### src/sobel_cfg_pkg.sv
// sobel configuration package
// image geometry, datapath widths and the edge decision threshold
// for the streaming lane-detection edge detector

package sobel_cfg_pkg;

    ////////////////////////////////////////////////////////////
    // image geometry
    ////////////////////////////////////////////////////////////

    localparam int img_width  = 8;                    // pixels per row
    localparam int img_height = 6;                    // rows per frame

    // column counter also reaches img_width for the padding column
    localparam int col_bits = $clog2(img_width + 1);
    localparam int row_bits = $clog2(img_height);     // rows 0 .. img_height-1

    ////////////////////////////////////////////////////////////
    // datapath widths
    ////////////////////////////////////////////////////////////

    localparam int pixel_bits = 8;                    // grayscale sample
    localparam int grad_bits  = 11;                   // signed, covers +/-1020
    localparam int mag_bits   = 22;                   // gx^2 + gy^2 worst case < 2^21

    // squared magnitude must be strictly above this to flag an edge
    // 22500 = 150^2
    localparam logic [mag_bits-1:0] edge_threshold_sq = mag_bits'(22500);

endpackage
### src/sobel_types_pkg.sv
// sobel datapath types
// pixel, 3x3 window and gradient types shared between the stages,
// plus the state encoding of the window unit

package sobel_types_pkg;

    import sobel_cfg_pkg::*;

    ////////////////////////////////////////////////////////////
    // data types
    ////////////////////////////////////////////////////////////

    // one unsigned grayscale pixel
    typedef logic [pixel_bits-1:0] pixel_t;

    // 3x3 neighbourhood, indexed [row][col]
    // row 0 is the upper row, col 0 the left column, 72 bits packed
    typedef pixel_t [0:2][0:2] window_t;

    // signed gradient result of one kernel
    typedef logic signed [grad_bits-1:0] grad_t;

    ////////////////////////////////////////////////////////////
    // window unit FSM
    ////////////////////////////////////////////////////////////

    // FILL fills the line buffers from the first row of a frame
    // RUN gives one window per pixel for rows 1 .. img_height-1
    // FLUSH drives the virtual row below the frame from zero padding
    typedef enum logic [1:0] {
        FILL  = 2'd0,
        RUN   = 2'd1,
        FLUSH = 2'd2
    } win_state_t;

endpackage

### src/sobel_if.sv
// internal stream interfaces of the sobel pipeline
// window_if carries one zero-padded 3x3 window per pixel,
// grad_if carries the gx/gy pair of that pixel
// both use valid/ready and transfer when both are high

`timescale 1ns/1ps

////////////////////////////////////////////////////////////
// window stream from line_window to sobel_gradient
////////////////////////////////////////////////////////////

interface window_if import sobel_types_pkg::*; ();

    logic    valid;   // window present
    logic    ready;   // consumer can take it
    window_t win;     // centred on the current pixel
    logic    last;    // final window of the frame

    modport source (
        output valid,
        output win,
        output last,
        input  ready
    );

    modport sink (
        input  valid,
        input  win,
        input  last,
        output ready
    );

endinterface

////////////////////////////////////////////////////////////
// gradient stream from sobel_gradient to edge_threshold
////////////////////////////////////////////////////////////

interface grad_if import sobel_types_pkg::*; ();

    logic  valid;
    logic  ready;
    grad_t gx;        // horizontal gradient
    grad_t gy;        // vertical gradient
    logic  last;      // travels with the frame's final pixel

    modport source (
        output valid,
        output gx,
        output gy,
        output last,
        input  ready
    );

    modport sink (
        input  valid,
        input  gx,
        input  gy,
        input  last,
        output ready
    );

endinterface

### src/sobel_top.sv
// sobel edge detector top level
// raster pixel stream in, one edge bit per pixel out, both valid/ready.
// three stages: window build, gradient, threshold
// back-pressure on edge_ready reaches pix_ready stage by stage

`timescale 1ns/1ps

module sobel_top
    import sobel_types_pkg::*;
(
    input  logic   clk,
    input  logic   rst_n,

    // pixel stream in
    input  logic   pix_valid,
    output logic   pix_ready,
    input  pixel_t pix,

    // edge stream out
    output logic   edge_valid,
    input  logic   edge_ready,
    output logic   edge_bit,
    output logic   edge_last      // with the frame's final pixel
);

    ////////////////////////////////////////////////////////////
    // stage links
    ////////////////////////////////////////////////////////////

    window_if i_win_if ();
    grad_if   i_grad_if ();

    ////////////////////////////////////////////////////////////
    // stages
    ////////////////////////////////////////////////////////////

    line_window i_line_window (
        .clk       (clk),
        .rst_n     (rst_n),
        .pix_valid (pix_valid),
        .pix       (pix),
        .pix_ready (pix_ready),
        .win_out   (i_win_if.source)
    );

    sobel_gradient i_sobel_gradient (
        .clk      (clk),
        .rst_n    (rst_n),
        .win_in   (i_win_if.sink),
        .grad_out (i_grad_if.source)
    );

    edge_threshold i_edge_threshold (
        .clk        (clk),
        .rst_n      (rst_n),
        .grad_in    (i_grad_if.sink),
        .edge_valid (edge_valid),
        .edge_ready (edge_ready),
        .edge_bit   (edge_bit),
        .edge_last  (edge_last)
    );

endmodule

### src/edge_threshold.sv
// edge threshold stage
// squares and sums the two gradients, flags an edge when the sum is
// strictly above the threshold and registers the result for the
// output stream together with the frame end flag

`timescale 1ns/1ps

module edge_threshold
    import sobel_cfg_pkg::*;
    import sobel_types_pkg::*;
(
    input  logic   clk,
    input  logic   rst_n,
    grad_if.sink   grad_in,
    output logic   edge_valid,
    input  logic   edge_ready,
    output logic   edge_bit,
    output logic   edge_last
);

    logic [mag_bits-1:0] mag;    // gx^2 + gy^2
    logic                is_edge;

    // square of a signed gradient as an unsigned magnitude
    function automatic logic [mag_bits-1:0] square(input grad_t g);
        logic signed [mag_bits-1:0] g_ext;
        g_ext  = mag_bits'(g);                       // sign extend first
        square = unsigned'(g_ext * g_ext);
    endfunction

    ////////////////////////////////////////////////////////////
    // magnitude and decision
    ////////////////////////////////////////////////////////////

    assign mag     = square(grad_in.gx) + square(grad_in.gy);
    assign is_edge = (mag > edge_threshold_sq);     // strict compare

    ////////////////////////////////////////////////////////////
    // output register
    ////////////////////////////////////////////////////////////

    assign grad_in.ready = !edge_valid || edge_ready;

    always_ff @(posedge clk or negedge rst_n) begin
        if (!rst_n) begin
            edge_valid <= 1'b0;
            edge_last  <= 1'b0;
        end else if (grad_in.ready) begin
            edge_valid <= grad_in.valid;
            edge_last  <= grad_in.valid && grad_in.last;   // flag only with data
        end
    end

    always_ff @(posedge clk) begin
        if (grad_in.valid && grad_in.ready) begin
            edge_bit <= is_edge;
        end
    end

    a_last_with_valid : assert property (
        @(posedge clk) disable iff (!rst_n)
        edge_last |-> edge_valid
    );

endmodule

### src/sobel_gradient.sv
// sobel gradient stage
// applies the horizontal and vertical sobel kernels to one window
// and registers gx/gy with the handshake, one cycle when not stalled

`timescale 1ns/1ps

module sobel_gradient
    import sobel_cfg_pkg::*;
    import sobel_types_pkg::*;
(
    input  logic     clk,
    input  logic     rst_n,
    window_if.sink   win_in,
    grad_if.source   grad_out
);

    grad_t gx_c;      // combinational kernel results
    grad_t gy_c;
    grad_t gx_q;
    grad_t gy_q;
    logic  valid_q;
    logic  last_q;

    // zero extend a pixel into the signed gradient width
    function automatic grad_t ext(input pixel_t p);
        ext = grad_t'({{(grad_bits - pixel_bits){1'b0}}, p});
    endfunction

    ////////////////////////////////////////////////////////////
    // kernels with the middle tap weighted 2
    ////////////////////////////////////////////////////////////

    // gx is the right column minus the left column
    assign gx_c = (ext(win_in.win[0][2]) + (ext(win_in.win[1][2]) <<< 1) + ext(win_in.win[2][2]))
                - (ext(win_in.win[0][0]) + (ext(win_in.win[1][0]) <<< 1) + ext(win_in.win[2][0]));

    // gy is the lower row minus the upper row
    assign gy_c = (ext(win_in.win[2][0]) + (ext(win_in.win[2][1]) <<< 1) + ext(win_in.win[2][2]))
                - (ext(win_in.win[0][0]) + (ext(win_in.win[0][1]) <<< 1) + ext(win_in.win[0][2]));

    ////////////////////////////////////////////////////////////
    // register stage
    ////////////////////////////////////////////////////////////

    assign win_in.ready = !valid_q || grad_out.ready;    // empty or draining

    always_ff @(posedge clk or negedge rst_n) begin
        if (!rst_n) begin
            valid_q <= 1'b0;
        end else if (win_in.ready) begin
            valid_q <= win_in.valid;
        end
    end

    always_ff @(posedge clk) begin
        if (win_in.valid && win_in.ready) begin
            gx_q   <= gx_c;
            gy_q   <= gy_c;
            last_q <= win_in.last;
        end
    end

    assign grad_out.valid = valid_q;
    assign grad_out.gx    = gx_q;
    assign grad_out.gy    = gy_q;
    assign grad_out.last  = last_q;

    // held result stays offered until taken
    a_valid_held : assert property (
        @(posedge clk) disable iff (!rst_n)
        (grad_out.valid && !grad_out.ready) |=> grad_out.valid
    );

endmodule

### src/line_window.sv
// line window unit
// takes raster pixels, keeps the two previous rows in line buffers and
// shifts one 3-tap column per step into a 3x3 window register.
// a zero column is inserted after each row, and after the last row
// a flush row of zero taps brings out the bottom row of windows.
// every emitted window is centred on its pixel with zero padding

`timescale 1ns/1ps

module line_window
    import sobel_cfg_pkg::*;
    import sobel_types_pkg::*;
(
    input  logic     clk,
    input  logic     rst_n,
    input  logic     pix_valid,
    input  pixel_t   pix,
    output logic     pix_ready,
    window_if.source win_out
);

    win_state_t          state;
    logic [col_bits-1:0] col_cnt;      // column of the incoming tap column
    logic [row_bits-1:0] row_cnt;      // row of the bottom tap
    logic                can_load;     // output slot free this cycle
    logic                is_pad;       // this step is the row end padding column
    logic                step;         // a column shifts into the window
    logic                emit;         // the shift completes a window
    pixel_t              lb1_rd;       // row above
    pixel_t              lb2_rd;       // two rows above
    pixel_t              new_top;
    pixel_t              new_mid;
    pixel_t              new_bot;
    window_t             win_q;
    logic                valid_q;
    logic                last_q;

    ////////////////////////////////////////////////////////////
    // step control
    ////////////////////////////////////////////////////////////

    assign can_load  = !valid_q || win_out.ready;
    assign is_pad    = (col_cnt == col_bits'(img_width));
    assign pix_ready = can_load && !is_pad && (state != FLUSH);   // no input while padding

    // padding and flush columns need no input pixel
    assign step = can_load && (is_pad || (state == FLUSH) || pix_valid);

    // column 0 only primes the window, row 0 only fills the buffers
    assign emit = step && (state != FILL) && (col_cnt != '0);

    // new tap column, zero where the coordinate is outside the frame
    always_comb begin
        new_top = '0;
        new_mid = '0;
        new_bot = '0;
        if (!is_pad) begin
            new_bot = (state == FLUSH) ? '0 : pix;                   // row below frame
            new_mid = (state == FILL) ? '0 : lb1_rd;
            if (state == FLUSH || (state == RUN && row_cnt != row_bits'(1))) begin
                new_top = lb2_rd;                                    // row above frame stays zero
            end
        end
    end

    // buffers only move on real columns, padding does not occupy a slot
    line_buffer i_lb_above (
        .clk     (clk),
        .rst_n   (rst_n),
        .advance (step && !is_pad),
        .wr_pix  (new_bot),
        .rd_pix  (lb1_rd)
    );

    line_buffer i_lb_above2 (
        .clk     (clk),
        .rst_n   (rst_n),
        .advance (step && !is_pad),
        .wr_pix  (lb1_rd),
        .rd_pix  (lb2_rd)
    );

    ////////////////////////////////////////////////////////////
    // FSM and coordinate counters
    ////////////////////////////////////////////////////////////

    always_ff @(posedge clk or negedge rst_n) begin
        if (!rst_n) begin
            state   <= FILL;
            col_cnt <= '0;
            row_cnt <= '0;
        end else if (step) begin
            if (!is_pad) begin
                col_cnt <= col_cnt + col_bits'(1);
            end else begin
                col_cnt <= '0;                                       // row done
                case (state)
                    FILL: begin
                        state   <= RUN;
                        row_cnt <= row_bits'(1);
                    end
                    RUN: begin
                        if (row_cnt == row_bits'(img_height - 1)) begin
                            state <= FLUSH;                          // last real row in
                        end else begin
                            row_cnt <= row_cnt + row_bits'(1);
                        end
                    end
                    default: begin                                   // end of flush
                        state   <= FILL;
                        row_cnt <= '0;
                    end
                endcase
            end
        end
    end

    ////////////////////////////////////////////////////////////
    // window shift register and output handshake
    ////////////////////////////////////////////////////////////

    // columns move left, new column enters on the right
    always_ff @(posedge clk) begin
        if (step) begin
            for (int r = 0; r < 3; r++) begin
                win_q[r][0] <= win_q[r][1];
                win_q[r][1] <= win_q[r][2];
            end
            win_q[0][2] <= new_top;
            win_q[1][2] <= new_mid;
            win_q[2][2] <= new_bot;
        end
    end

    always_ff @(posedge clk or negedge rst_n) begin
        if (!rst_n) begin
            valid_q <= 1'b0;
            last_q  <= 1'b0;
        end else if (can_load) begin
            valid_q <= emit;
            last_q  <= emit && is_pad && (state == FLUSH);            // bottom right pixel
        end
    end

    assign win_out.valid = valid_q;
    assign win_out.win   = win_q;
    assign win_out.last  = last_q;

    // input must be held off for the whole flush row
    a_flush_no_input : assert property (
        @(posedge clk) disable iff (!rst_n)
        (state == FLUSH) |-> !pix_ready
    );

    // a stalled window must not change under the consumer
    a_win_stable : assert property (
        @(posedge clk) disable iff (!rst_n)
        (win_out.valid && !win_out.ready) |=> (win_out.valid && $stable(win_out.win))
    );

endmodule

### src/line_buffer.sv
// line buffer
// one row of pixels in a circular memory. every advance returns the
// pixel written one row earlier at the same column and stores the new
// one in its place, so a chain of two gives the two rows above

`timescale 1ns/1ps

module line_buffer
    import sobel_cfg_pkg::*;
    import sobel_types_pkg::*;
(
    input  logic   clk,
    input  logic   rst_n,
    input  logic   advance,    // read and replace the current slot
    input  pixel_t wr_pix,     // pixel stored this access
    output pixel_t rd_pix      // pixel from one row earlier
);

    typedef logic [$clog2(img_width)-1:0] ptr_t;

    pixel_t mem [img_width];   // one row of pixels
    ptr_t   ptr;               // current column slot

    ////////////////////////////////////////////////////////////
    // read old, write new in the same slot
    ////////////////////////////////////////////////////////////

    assign rd_pix = mem[ptr];  // combinational read before the advance

    always_ff @(posedge clk) begin
        if (advance) begin
            mem[ptr] <= wr_pix;
        end
    end

    // pointer wraps at row end
    always_ff @(posedge clk or negedge rst_n) begin
        if (!rst_n) begin
            ptr <= '0;
        end else if (advance) begin
            if (ptr == ptr_t'(img_width - 1)) begin
                ptr <= '0;
            end else begin
                ptr <= ptr + ptr_t'(1);
            end
        end
    end

endmodule

### config.mk
export PLATFORM = sky130hd
export DESIGN_NAME = sobel_top
export DESIGN_NICKNAME = d
export VERILOG_FILES = /design/src/sobel_cfg_pkg.sv /design/src/sobel_types_pkg.sv /design/src/sobel_if.sv /design/src/sobel_top.sv /design/src/edge_threshold.sv /design/src/sobel_gradient.sv /design/src/line_window.sv /design/src/line_buffer.sv
export SDC_FILE = /design/constraint.sdc
export NUM_CORES = 1
export LEC_CHECK = 0
export BUFFER_PORTS_ARGS = -buffer_cell sky130_fd_sc_hd__buf_2
export CAP_MARGIN = 20
export CELL_PAD_IN_SITES_DETAIL_PLACEMENT = 0
export CELL_PAD_IN_SITES_GLOBAL_PLACEMENT = 1
export CORE_MARGIN = 3
export CORE_UTILIZATION = 58
export DETAILED_ROUTE_END_ITERATION = 16
export PLACE_DENSITY_LB_ADDON = 0.1
export RECOVER_POWER = 100
export SLEW_MARGIN = 20
export SYNTH_ARGS = -nofsm -noshare
export SYNTH_HDL_FRONTEND = slang
export SYNTH_HIERARCHICAL = 1
export SYNTH_SLANG_ARGS = --single-unit
export TNS_END_PERCENT = 10
### constraint.sdc
create_clock -name clk -period 15.3 [get_ports clk]
set_input_delay 2.295 -clock clk [delete_from_list [all_inputs] [get_ports clk]]
set_output_delay 2.295 -clock clk [all_outputs]
set_load 0.03 [all_outputs]
Word-level counts from Yosys, hierarchy flattened
Memories as Yosys holds them, arrays and structs flattened. A register that Yosys moved wholly into a read port is not among the register bits.
Cells that the tools add are included.
{ "word_totals": {"mem_bits_rw": 128, "ff_bits": 108, "memories": 2, "output_inout_bits": 4} }
{ "classes": {"add_sub_neg": 15, "mul": 2, "n_lt_le_gt_ge": 1, "muxes": 11, "bitwise": 1, "eq_ne": 10, "n_reduce_logical": 29} }
{ "mem_list": {"columns": ["memory", "words", "word_bits", "read_ports", "rd_ports_with_merged_regs", "write_ports", "line", "rtl"], "rows": [
  ["i_line_window.i_lb_above.mem", 8, 8, 1, 0, 1, "line_buffer.sv:21", "pixel_t mem [img_width];"],
  ["i_line_window.i_lb_above2.mem", 8, 8, 1, 1, 1, "line_buffer.sv:21", null]
]} }
{ "op_table": {"columns": ["cell", "n"], "rows": [
  ["$add A11 B9 Y11", 4],
  ["$mul A11 B11 Y22", 2],
  ["$add A8 B9 Y10", 4],
  ["$add A22 B22 Y22", 1],
  ["$gt A22 B15 Y1 const B", 1],
  ["$sub A11 B11 Y11", 2],
  ["$mux W8", 2],
  ["$logic_and A1 B1 Y1", 12],
  ["$add A3 B1 Y3 const B", 3],
  ["$eq A3 B3 Y1 const B", 3],
  ["$mux W3", 3],
  ["$logic_or A1 B1 Y1", 6],
  ["$ne A2 B2 Y1 const B", 3],
  ["$pmux W3 S2", 1],
  ["$reduce_and A3 Y1", 2],
  ["$add A4 B1 Y4 const B", 1],
  ["$eq A4 B4 Y1 const B", 1],
  ["$logic_not A1 Y1", 4],
  ["$mux W4", 1],
  ["$pmux W2 S2", 1],
  ["$reduce_bool A4 Y1", 1],
  ["$reduce_or A2 Y1", 2],
  ["$ne A3 B1 Y1 const B", 1],
  ["$eq A2 B1 Y1 const B", 1],
  ["6 further kinds", 7]
]} }

Longest topological paths before layout
Gate-level depths: netlist (run 1).
{ "depth": {"depth_word": 9, "depth_mapped": 24, "depth_no_buf": 23} }

Modules after synthesis
The synthesis (run 1) kept the hierarchy.
{ "modules_own_cells": {"columns": ["module", "seq_area_each_um2", "instances", "area_per_inst_um2", "cells_each"], "rows": [
  ["edge_threshold", 80.1, 1, 8772.2, 936],
  ["line_buffer", 1996.9, 2, 2708.8, 152],
  ["sobel_gradient", 715.7, 1, 3378.2, 330],
  ["line_window", 2437.3, 1, 3001.6, 172]
]} }

Least setup slack after synthesis (run 1)
No wires, ideal clock.
{ "synth_path": {"path_type": "flip-flop to flip-flop", "start": "reg i_sobel_gradient.gy_q[10] (netlist: i_sobel_gradient/grad_out.gy[10])", "end": "reg i_edge_threshold.edge_bit (data pin)", "required_time_ps": 15023, "path_slack_ps": 8621, "stages_incl_launch_ff": 25, "t_arrival_ps": 6402, "path_buffers": 2, "cell_sequence": "edfxtp_1 -> clkbuf_1 -> and2_1 -> fa_1 -> inv_1 -> fa_1 -> inv_1 -> fa_1 -> inv_1 -> fa_1 -> inv_1 -> fa_1 -> fa_1 -> inv_1 -> fa_1 -> inv_1 -> ha_1 -> clkbuf_1 -> nor2b_1 -> nand2_1 -> o32ai_1 -> a211oi_1 -> o311ai_1 -> nor4_1 -> o2111ai_1"} }
{ "synth_between": {"elab_chain_len": 3} }
{ "synth_rtl": {"columns": ["element", "line", "rtl"], "rows": [
  ["start: declaration", "sobel_gradient.sv:20", "grad_t gy_q;"],
  ["start signal: assignment", "sobel_gradient.sv:58", "gy_q <= gy_c;"],
  ["$mul A11 B11 Y22", "edge_threshold.sv:28", "square = unsigned'(g_ext * g_ext);"],
  ["$add A22 B22 Y22", "edge_threshold.sv:35", "assign mag = square(grad_in.gx) + square(grad_in.gy);"],
  ["$gt A22 B15 Y1", "edge_threshold.sv:36", "assign is_edge = (mag > edge_threshold_sq);"],
  ["named net i_edge_threshold.is_edge", "edge_threshold.sv:22", "logic is_edge;"],
  ["end signal: assignment", "edge_threshold.sv:56", "edge_bit <= is_edge;"],
  ["end: declaration", "edge_threshold.sv:17", "output logic edge_bit,"]
]} }
The timed path passes the listed nets, and every way through them passes these cells.
A chain may end at the register's enable or synchronous reset.

Worst setup path in the final report (run 1)
{ "layout_path": {"start": "in edge_ready", "end": "mem i_line_window/i_lb_above/mem[4][3] in the netlist's numbering (enable)"} }
{ "layout_between": {"elab_chain_len": 7} }
{ "layout_rtl": {"columns": ["element", "line", "rtl"], "rows": [
  ["start: declaration", "sobel_top.sv:21", "input logic edge_ready,"],
  ["$logic_or A1 B1 Y1", "edge_threshold.sv:42", "assign grad_in.ready = !edge_valid || edge_ready;"],
  ["named net i_grad_if.ready", "sobel_if.sv:42", "logic ready;"],
  ["$logic_or A1 B1 Y1", "sobel_gradient.sv:45", "assign win_in.ready = !valid_q || grad_out.ready;"],
  ["named net i_win_if.ready", "sobel_if.sv:15", "logic ready;"],
  ["$logic_or A1 B1 Y1", "line_window.sv:42", "assign can_load = !valid_q || win_out.ready;"],
  ["$logic_and A1 B1 Y1", "line_window.sv:47", "assign step = can_load && (is_pad || (state == FLUSH) || pix_valid);"],
  ["named net i_line_window.step", "line_window.sv:27", "logic step;"],
  ["$logic_and A1 B1 Y1", "line_window.sv:70", ".advance (step && !is_pad),"],
  ["$mux W1", "line_buffer.sv:31", "if (advance) begin"],
  ["$mux W1 (implied by the code)", "line_buffer.sv:32", "mem[ptr] <= wr_pix;"],
  ["end: declaration", "line_buffer.sv:21", null]
]} }
The timed path passes the listed nets, and every way through them passes these cells.

==> impl_metrics.json, run 1 <==
{
  "async_reset_ff_share_pct": 8.20,
  "path_max_fanout": 78,
  "synth_edf_count": 224,
  "cts_resized": 0,
  "fp.dieH_microns": 194,
  "holdBufCountCts": 0,
  "ys_seq_area_share_pct": 35.1,
  "clockRootBuffer": "clkbuf_16",
  "grt_pass1_wl_mm": 69.0,
  "period_share_pct": 51.2,
  "port_buffers": 15,
  "r2r_start": "i_sobel_gradient/grad_out.gy[10]",
  "vias": 11800,
  "worstMarginPinSlew_ps": 4220,
  "drc_errors": 0,
  "grt_usage_pct": 22.8,
  "status": "finished, violations left",
  "layout_min_cycle_time_ps": 7840,
  "drive_gt1_share_pct": 5.25,
  "tritoncts": "done",
  "grt_busiest_layer": "met2",
  "io_pins": 16,
  "dr.pass1.iters": 5,
  "finClkSkew_ps": 18.6,
  "rsz0062_at_grt": "false",
  "clock-sinks": 244,
  "final_max_slew_viol_count": 137,
  "wirelength_mm": 40.9,
  "clk_pin_slew_ps": 60,
  "synth_top_area_share_pct": 32.7,
  "cp-end-kind": "flop",
  "clock_latency_ps": 530,
  "antenna_cells": 0,
  "routedWlPerCell_microns": 18.4,
  "crit_type": "input port to flop",
  "ys.warnings.count": 6,
  "synth_ff_type": "edfxtp_1",
  "yosys-top-cells-area": "edfxtp_1 (33%), fa_1 (28%), inv_1 (8.0%), ha_1 (7.9%), dfrtp_1 (2.4%)",
  "synth_fp_nets": 2174,
  "hold_depth": 0,
  "netlist_instances": 1742,
  "hp-start": "i_line_window/win_out.win[37]",
  "regArea_sq_um": 7230,
  "dp_hpwl_mm": 32.5,
  "h-tree-depth": 1,
  "synthDistinctLibCells": 70,
  "cts_buffer_depth": 3,
  "grt_util_met1_pct": 31.1,
  "final_nets": 2188,
  "area_delta_synth_final_pct": 6.11,
  "cts_setup_buffers": 0,
  "drt_iter0_markers": 626,
  "critPathRequiredTime_ps": 15480,
  "timing.fmax_ghz": 0.128,
  "drtAntennaViolNets": 0,
  "std_cell_rows": 68,
  "hold_viol": 0,
  "multiInputGateArea_sq_um": 11400,
  "syn_avg_cell_area_sq_um": 11.8,
  "viasPerCell": 5.29,
  "setup_tns_ps": 0,
  "hold_path_class": "flop to flop",
  "gp_congestion": 0.860,
  "cp-startpoint": "edge_ready",
  "drv_cap": 3,
  "numCtsBuffers": 27,
  "die_w_microns": 194,
  "ff2ff_path_depth": 21,
  "ys_seq_elements": 244,
  "setup_violations": 0,
  "arrival_ps": 8020,
  "yosys.area.top_type": "edfxtp_1",
  "design.die.area_sq_um": 37800,
  "grt_pass1_vias": 13000,
  "relSlewSlack_pct": -181,
  "violations": "max-capacitance violations, max-slew violations",
  "core_area_sq_um": 34700,
  "grt_overflow": 0,
  "use_met2_pct": 40.9,
  "initial_core_util_pct": 59.3,
  "critPathLaunchType": "input port",
  "grt_start_max_net_pins": 79,
  "antenna_found_initial": 0,
  "syn_area_sq_um": 20600,
  "nFillCells": 2784,
  "use_met3_pct": 1.77
}
[critical path, stage by stage]
cell,delay (ps)
buf_2,70
nand2b_1,160
nand2b_1,180
nor2b_1,140
a31oi_4,160
clkbuf_1,2950
and2_0,820
nand2_1,230
nor3_1,650
clkbuf_1,340
[path summary, 6_finish.rpt]
check,endpoint,slack [ps]
max,i_line_window/i_lb_above/mem[4][3],7460
min,i_line_window/win_out.win[45],420
max reg2reg,i_edge_threshold/edge_bit,7810
min reg2reg,i_line_window/win_out.win[45],420
max in group asynchronous,i_line_window/i_lb_above/ptr[1],12470
min in group asynchronous,i_line_window/col_cnt[0],2010
[stage by stage]
step                hold slack (ps)  utilization [%]  area (sq um)  setup WS (ps)  std cells
finish                          415             62.9         21800           7460       2228
CTS                             417             63.1         21900           7720       2228
global route                    428             62.9         21800           6980       2228
global placement                402             60.7         21100           7740       2182
detailed placement              405             60.7         21100           7730       2182
floorplan                       400                -         20600           8620       1742
[metal layers]
metal  part of all wire (%)  up-vias
met5                      0        -
met4                    1.8        0
met3                    2.6       50
met2                     52      184
met1                     44     5987
li1                       -     5569
[synth_stat cells (17+ instances only)]
cell,n
a21oi_1,37
and2_1,54
clkbuf_1,19
dfrtp_1,20
edfxtp_1,224
fa_1,290
ha_1,130
inv_1,439
nand2_1,102
nand2b_1,17
nand3_1,18
nor2_1,66
nor2b_1,34
o21ai_0,26
xnor2_1,43
[area by class of cell]
| cell class | count | area share (%) |
|---|---|---|
| Tap cell | 455 | 2.61 |
| Clock inverter | 15 | 0.699 |
| Multi-Input combinational cell | 1019 | 52.3 |
| Clock buffer | 31 | 3.16 |
| Timing Repair Buffer | 25 | 0.550 |
| Sequential cell | 244 | 33.1 |
| Inverter | 439 | 7.55 |
[logic make-up after synthesis]
group	after synthesis	synth area share [%]
adders and majority gates	420	36.1
buffers and inverters	479	9.06
DFF	244	35.1
muxes	44	3.42
AOI/OAI and AO/OA	147	4.98
xor gates and xnor gates	59	2.51
and+or+nand+nor	349	8.76
[registers in the layout (all words and copies together), names as in the netlist]
name,flops
i_edge_threshold/edge_valid,1
i_line_window/i_lb_above/ptr,3
i_line_window/win_out.valid,1
i_line_window/col_cnt,4
i_line_window/win_out.win,72
i_line_window/i_lb_above/mem,64
i_line_window/state,2
i_line_window/row_cnt,3
i_line_window/i_lb_above2/mem,64
i_sobel_gradient/grad_out.gx,11
i_edge_threshold/edge_last,1
i_sobel_gradient/grad_out.gy,11
i_edge_threshold/edge_bit,1
i_sobel_gradient/grad_out.last,1
i_line_window/i_lb_above2/ptr,3
i_line_window/win_out.last,1
i_sobel_gradient/grad_out.valid,1
[placed cells by master (no fill, tap or decap), types with 4 or more instances in the layout]
cell         n
o21ai_0     26
nor3_1       9
inv_1      439
xor2_1      16
and2_0      17
mux4_2      16
o21a_1      12
nand3_1     19
nor2b_1     35
o2111ai_1    4
a31oi_1      9
a21oi_1     38
clkinv_1     6
nor2_1      66
mux2i_1     11
and3_1      16
a211o_1      7
nand2b_1    17
xnor2_1     43
clkbuf_1    16
fa_1       290
nor4bb_1     4
a21o_1       5
o211ai_1     9
dfrtp_1     19
buf_4        4
edfxtp_1   224
ha_1       130
mux2_2      12
buf_2        9
and2_1      38
o21bai_1     4
clkbuf_16   27
a211oi_1     7
nand2_1    103
Power of run 1 is not shown: default switching activity piles up to over one toggle a cycle in this logic, so the estimate is an artifact.
==> run 2: changes to the inputs <==
Settings changed: CORE_UTILIZATION 58 to 49.
Clock period 15.3 ns to 6.4 ns, I/O delays scaled along.
==> impl_metrics.json, run 2 (synthesis gave the netlist of run 1 again) <==
{
  "fin_ws_ps": 31.0,
  "dp_slack_ps": -219,
  "area_delta_synth_final_pct": 14.9,
  "relSlewSlack_pct": -162,
  "final_util_pct": 57.5,
  "r2r_end": "i_edge_threshold/edge_bit",
  "r2r_start": "i_sobel_gradient/grad_out.gx[2]",
  "setup_tns_ps": 0,
  "hold_depth": 0,
  "dr.pass1.iters": 5,
  "viasPerCell": 5.01,
  "status": "finished, violations left",
  "wirelength_mm": 43.1,
  "critPathRequiredTime_ps": 6690,
  "drive_gt1_share_pct": 19.1,
  "cp-end-kind": "flop",
  "drtAntennaViolNets": 0,
  "initial_core_util_pct": 50.0,
  "die_w_microns": 211,
  "io_pins": 16,
  "largest_reg_flops": 72,
  "reg2reg_slack_ps": 30,
  "final_max_slew_viol_count": 76,
  "grt_start_max_net_pins": 76,
  "hp-start": "i_line_window/win_out.win[37]",
  "design.die.area_sq_um": 44500,
  "core_area_sq_um": 41100,
  "drv_cap": 1,
  "final_nets": 2350,
  "layout_commonest_cell": "inv_1",
  "violations": "max-capacitance violations, max-slew violations",
  "hold_path_class": "flop to flop",
  "clk_pin_slew_ps": 80,
  "hold_viol": 0,
  "clockRootBuffer": "clkbuf_16",
  "setup_violations": 0,
  "antenna_cells": 0,
  "arrival_ps": 6660,
  "multiInputGateArea_sq_um": 11800,
  "crit_type": "flop to flop",
  "port_buffers": 15,
  "holdBufCountCts": 0,
  "min_to": "i_line_window/win_out.win[45]",
  "tritoncts": "done",
  "drt_iter0_markers": 502,
  "fp.dieH_microns": 211,
  "critPathLaunchType": "flop",
  "timing.fmax_ghz": 0.157,
  "vias": 12400,
  "ff2ff_path_depth": 22,
  "regArea_sq_um": 7230,
  "worstMarginPinSlew_ps": 3930,
  "nFillCells": 3528,
  "grt_pass1_wl_mm": 70.1,
  "numCtsBuffers": 27,
  "drc_errors": 0,
  "period_share_pct": 99.5,
  "antenna_found_initial": 1,
  "dp_hpwl_mm": 34.3,
  "std_cell_rows": 74,
  "h-tree-depth": 1,
  "grt_usage_pct": 20.1,
  "grt_pass1_vias": 13400,
  "rsz0062_at_grt": "true",
  "finClkSkew_ps": 21.3,
  "grt_overflow": 0,
  "cts_buffer_depth": 3,
  "layout_min_cycle_time_ps": 6370,
  "path_max_fanout": 6,
  "layout_common_cells": "inv_1 (407), fa_1 (276), edfxtp_1 (224), buf_4 (140), ha_1 (114)",
  "clock_latency_ps": 550,
  "gp_congestion": 0.908,
  "routedWlPerCell_microns": 17.5,
  "clock-sinks": 244
}
-- run 2: cell types whose count changed in the layout (fill, tap and decap cells not counted), moves of 16 or more --
| cell | delta |
|---|---|
| inv_2 | +30 |
| ha_1 | -16 |
| buf_6 | +21 |
| buf_4 | +136 |
| inv_1 | -32 |
-- run 2: worst max-delay path: stages, from the launching register on --
cell and delay (ps):
edfxtp_1 410, buf_6 150, buf_6 110, buf_6 110, and2_4 150, fa_2 530
inv_2 40, fa_1 540, fa_2 450, fa_1 540, fa_1 440, fa_1 540
inv_1 50, fa_1 490, ha_4 300, o21ai_2 60, o21a_1 200, buf_4 160
nor3b_4 200, o21ai_0 100, a21oi_1 200, mux2i_1 220, o2111ai_1 120
-- run 2: how the worst max path moves through the flow --
stage / depth (start not counted) / start / endpoint
2_1_floorplan: 20 / i_sobel_gradient/grad_out.gx[1] / i_edge_threshold/edge_bit
3_3_place_gp: 21 / i_sobel_gradient/grad_out.gx[0] / i_edge_threshold/edge_bit
3_5_place_dp: 21 / i_sobel_gradient/grad_out.gx[0] / i_edge_threshold/edge_bit
4_1_cts: 22 / i_sobel_gradient/grad_out.gy[6] / i_edge_threshold/edge_bit
5_1_grt: 22 / i_sobel_gradient/grad_out.gy[6] / i_edge_threshold/edge_bit
6_report: 22 / i_sobel_gradient/grad_out.gx[2] / i_edge_threshold/edge_bit
-- run 2: metrics by stage --
stage	hold WS [ps]	instance area, sq um	std cells
CTS	383	23400	2444
global route	427	23600	2468
detailed placement	405	22200	2373
finish	419	23600	2468
floorplan	400	20700	1742
global placement	401	22200	2373
-- run 2: routing by layer --
metal | GRT usage (%) | share of wire [%] | vias to the layer above
li1 | - | - | 5882
met1 | 26.5 | 43 | 6247
met2 | 36.3 | 52 | 167
met3 | 1.43 | 2.2 | 70
met4 | 5.13 | 2.5 | 0
met5 | 0 | 0 | -
-- run 2: cell type report --
| cell class | count | area share (%) |
|---|---|---|
| timing repair buffer | 187 | 6.12 |
| sequential | 244 | 30.6 |
| inverter | 439 | 7.00 |
| clock buffer | 29 | 2.89 |
| multi-input combinational | 1019 | 50.0 |
| clock inverter | 18 | 0.572 |
| tap | 532 | 2.82 |
-- run 2: what timing repair did --
item / 4_1_cts / 5_1_grt
pin swaps: 53 / 84
setup endpoints to repair: 1 / 1
resized for setup: 60 / 67
cloned: 0 / 1
buffers inserted: 25 / 23
Power of run 2 is left out for the same reason.
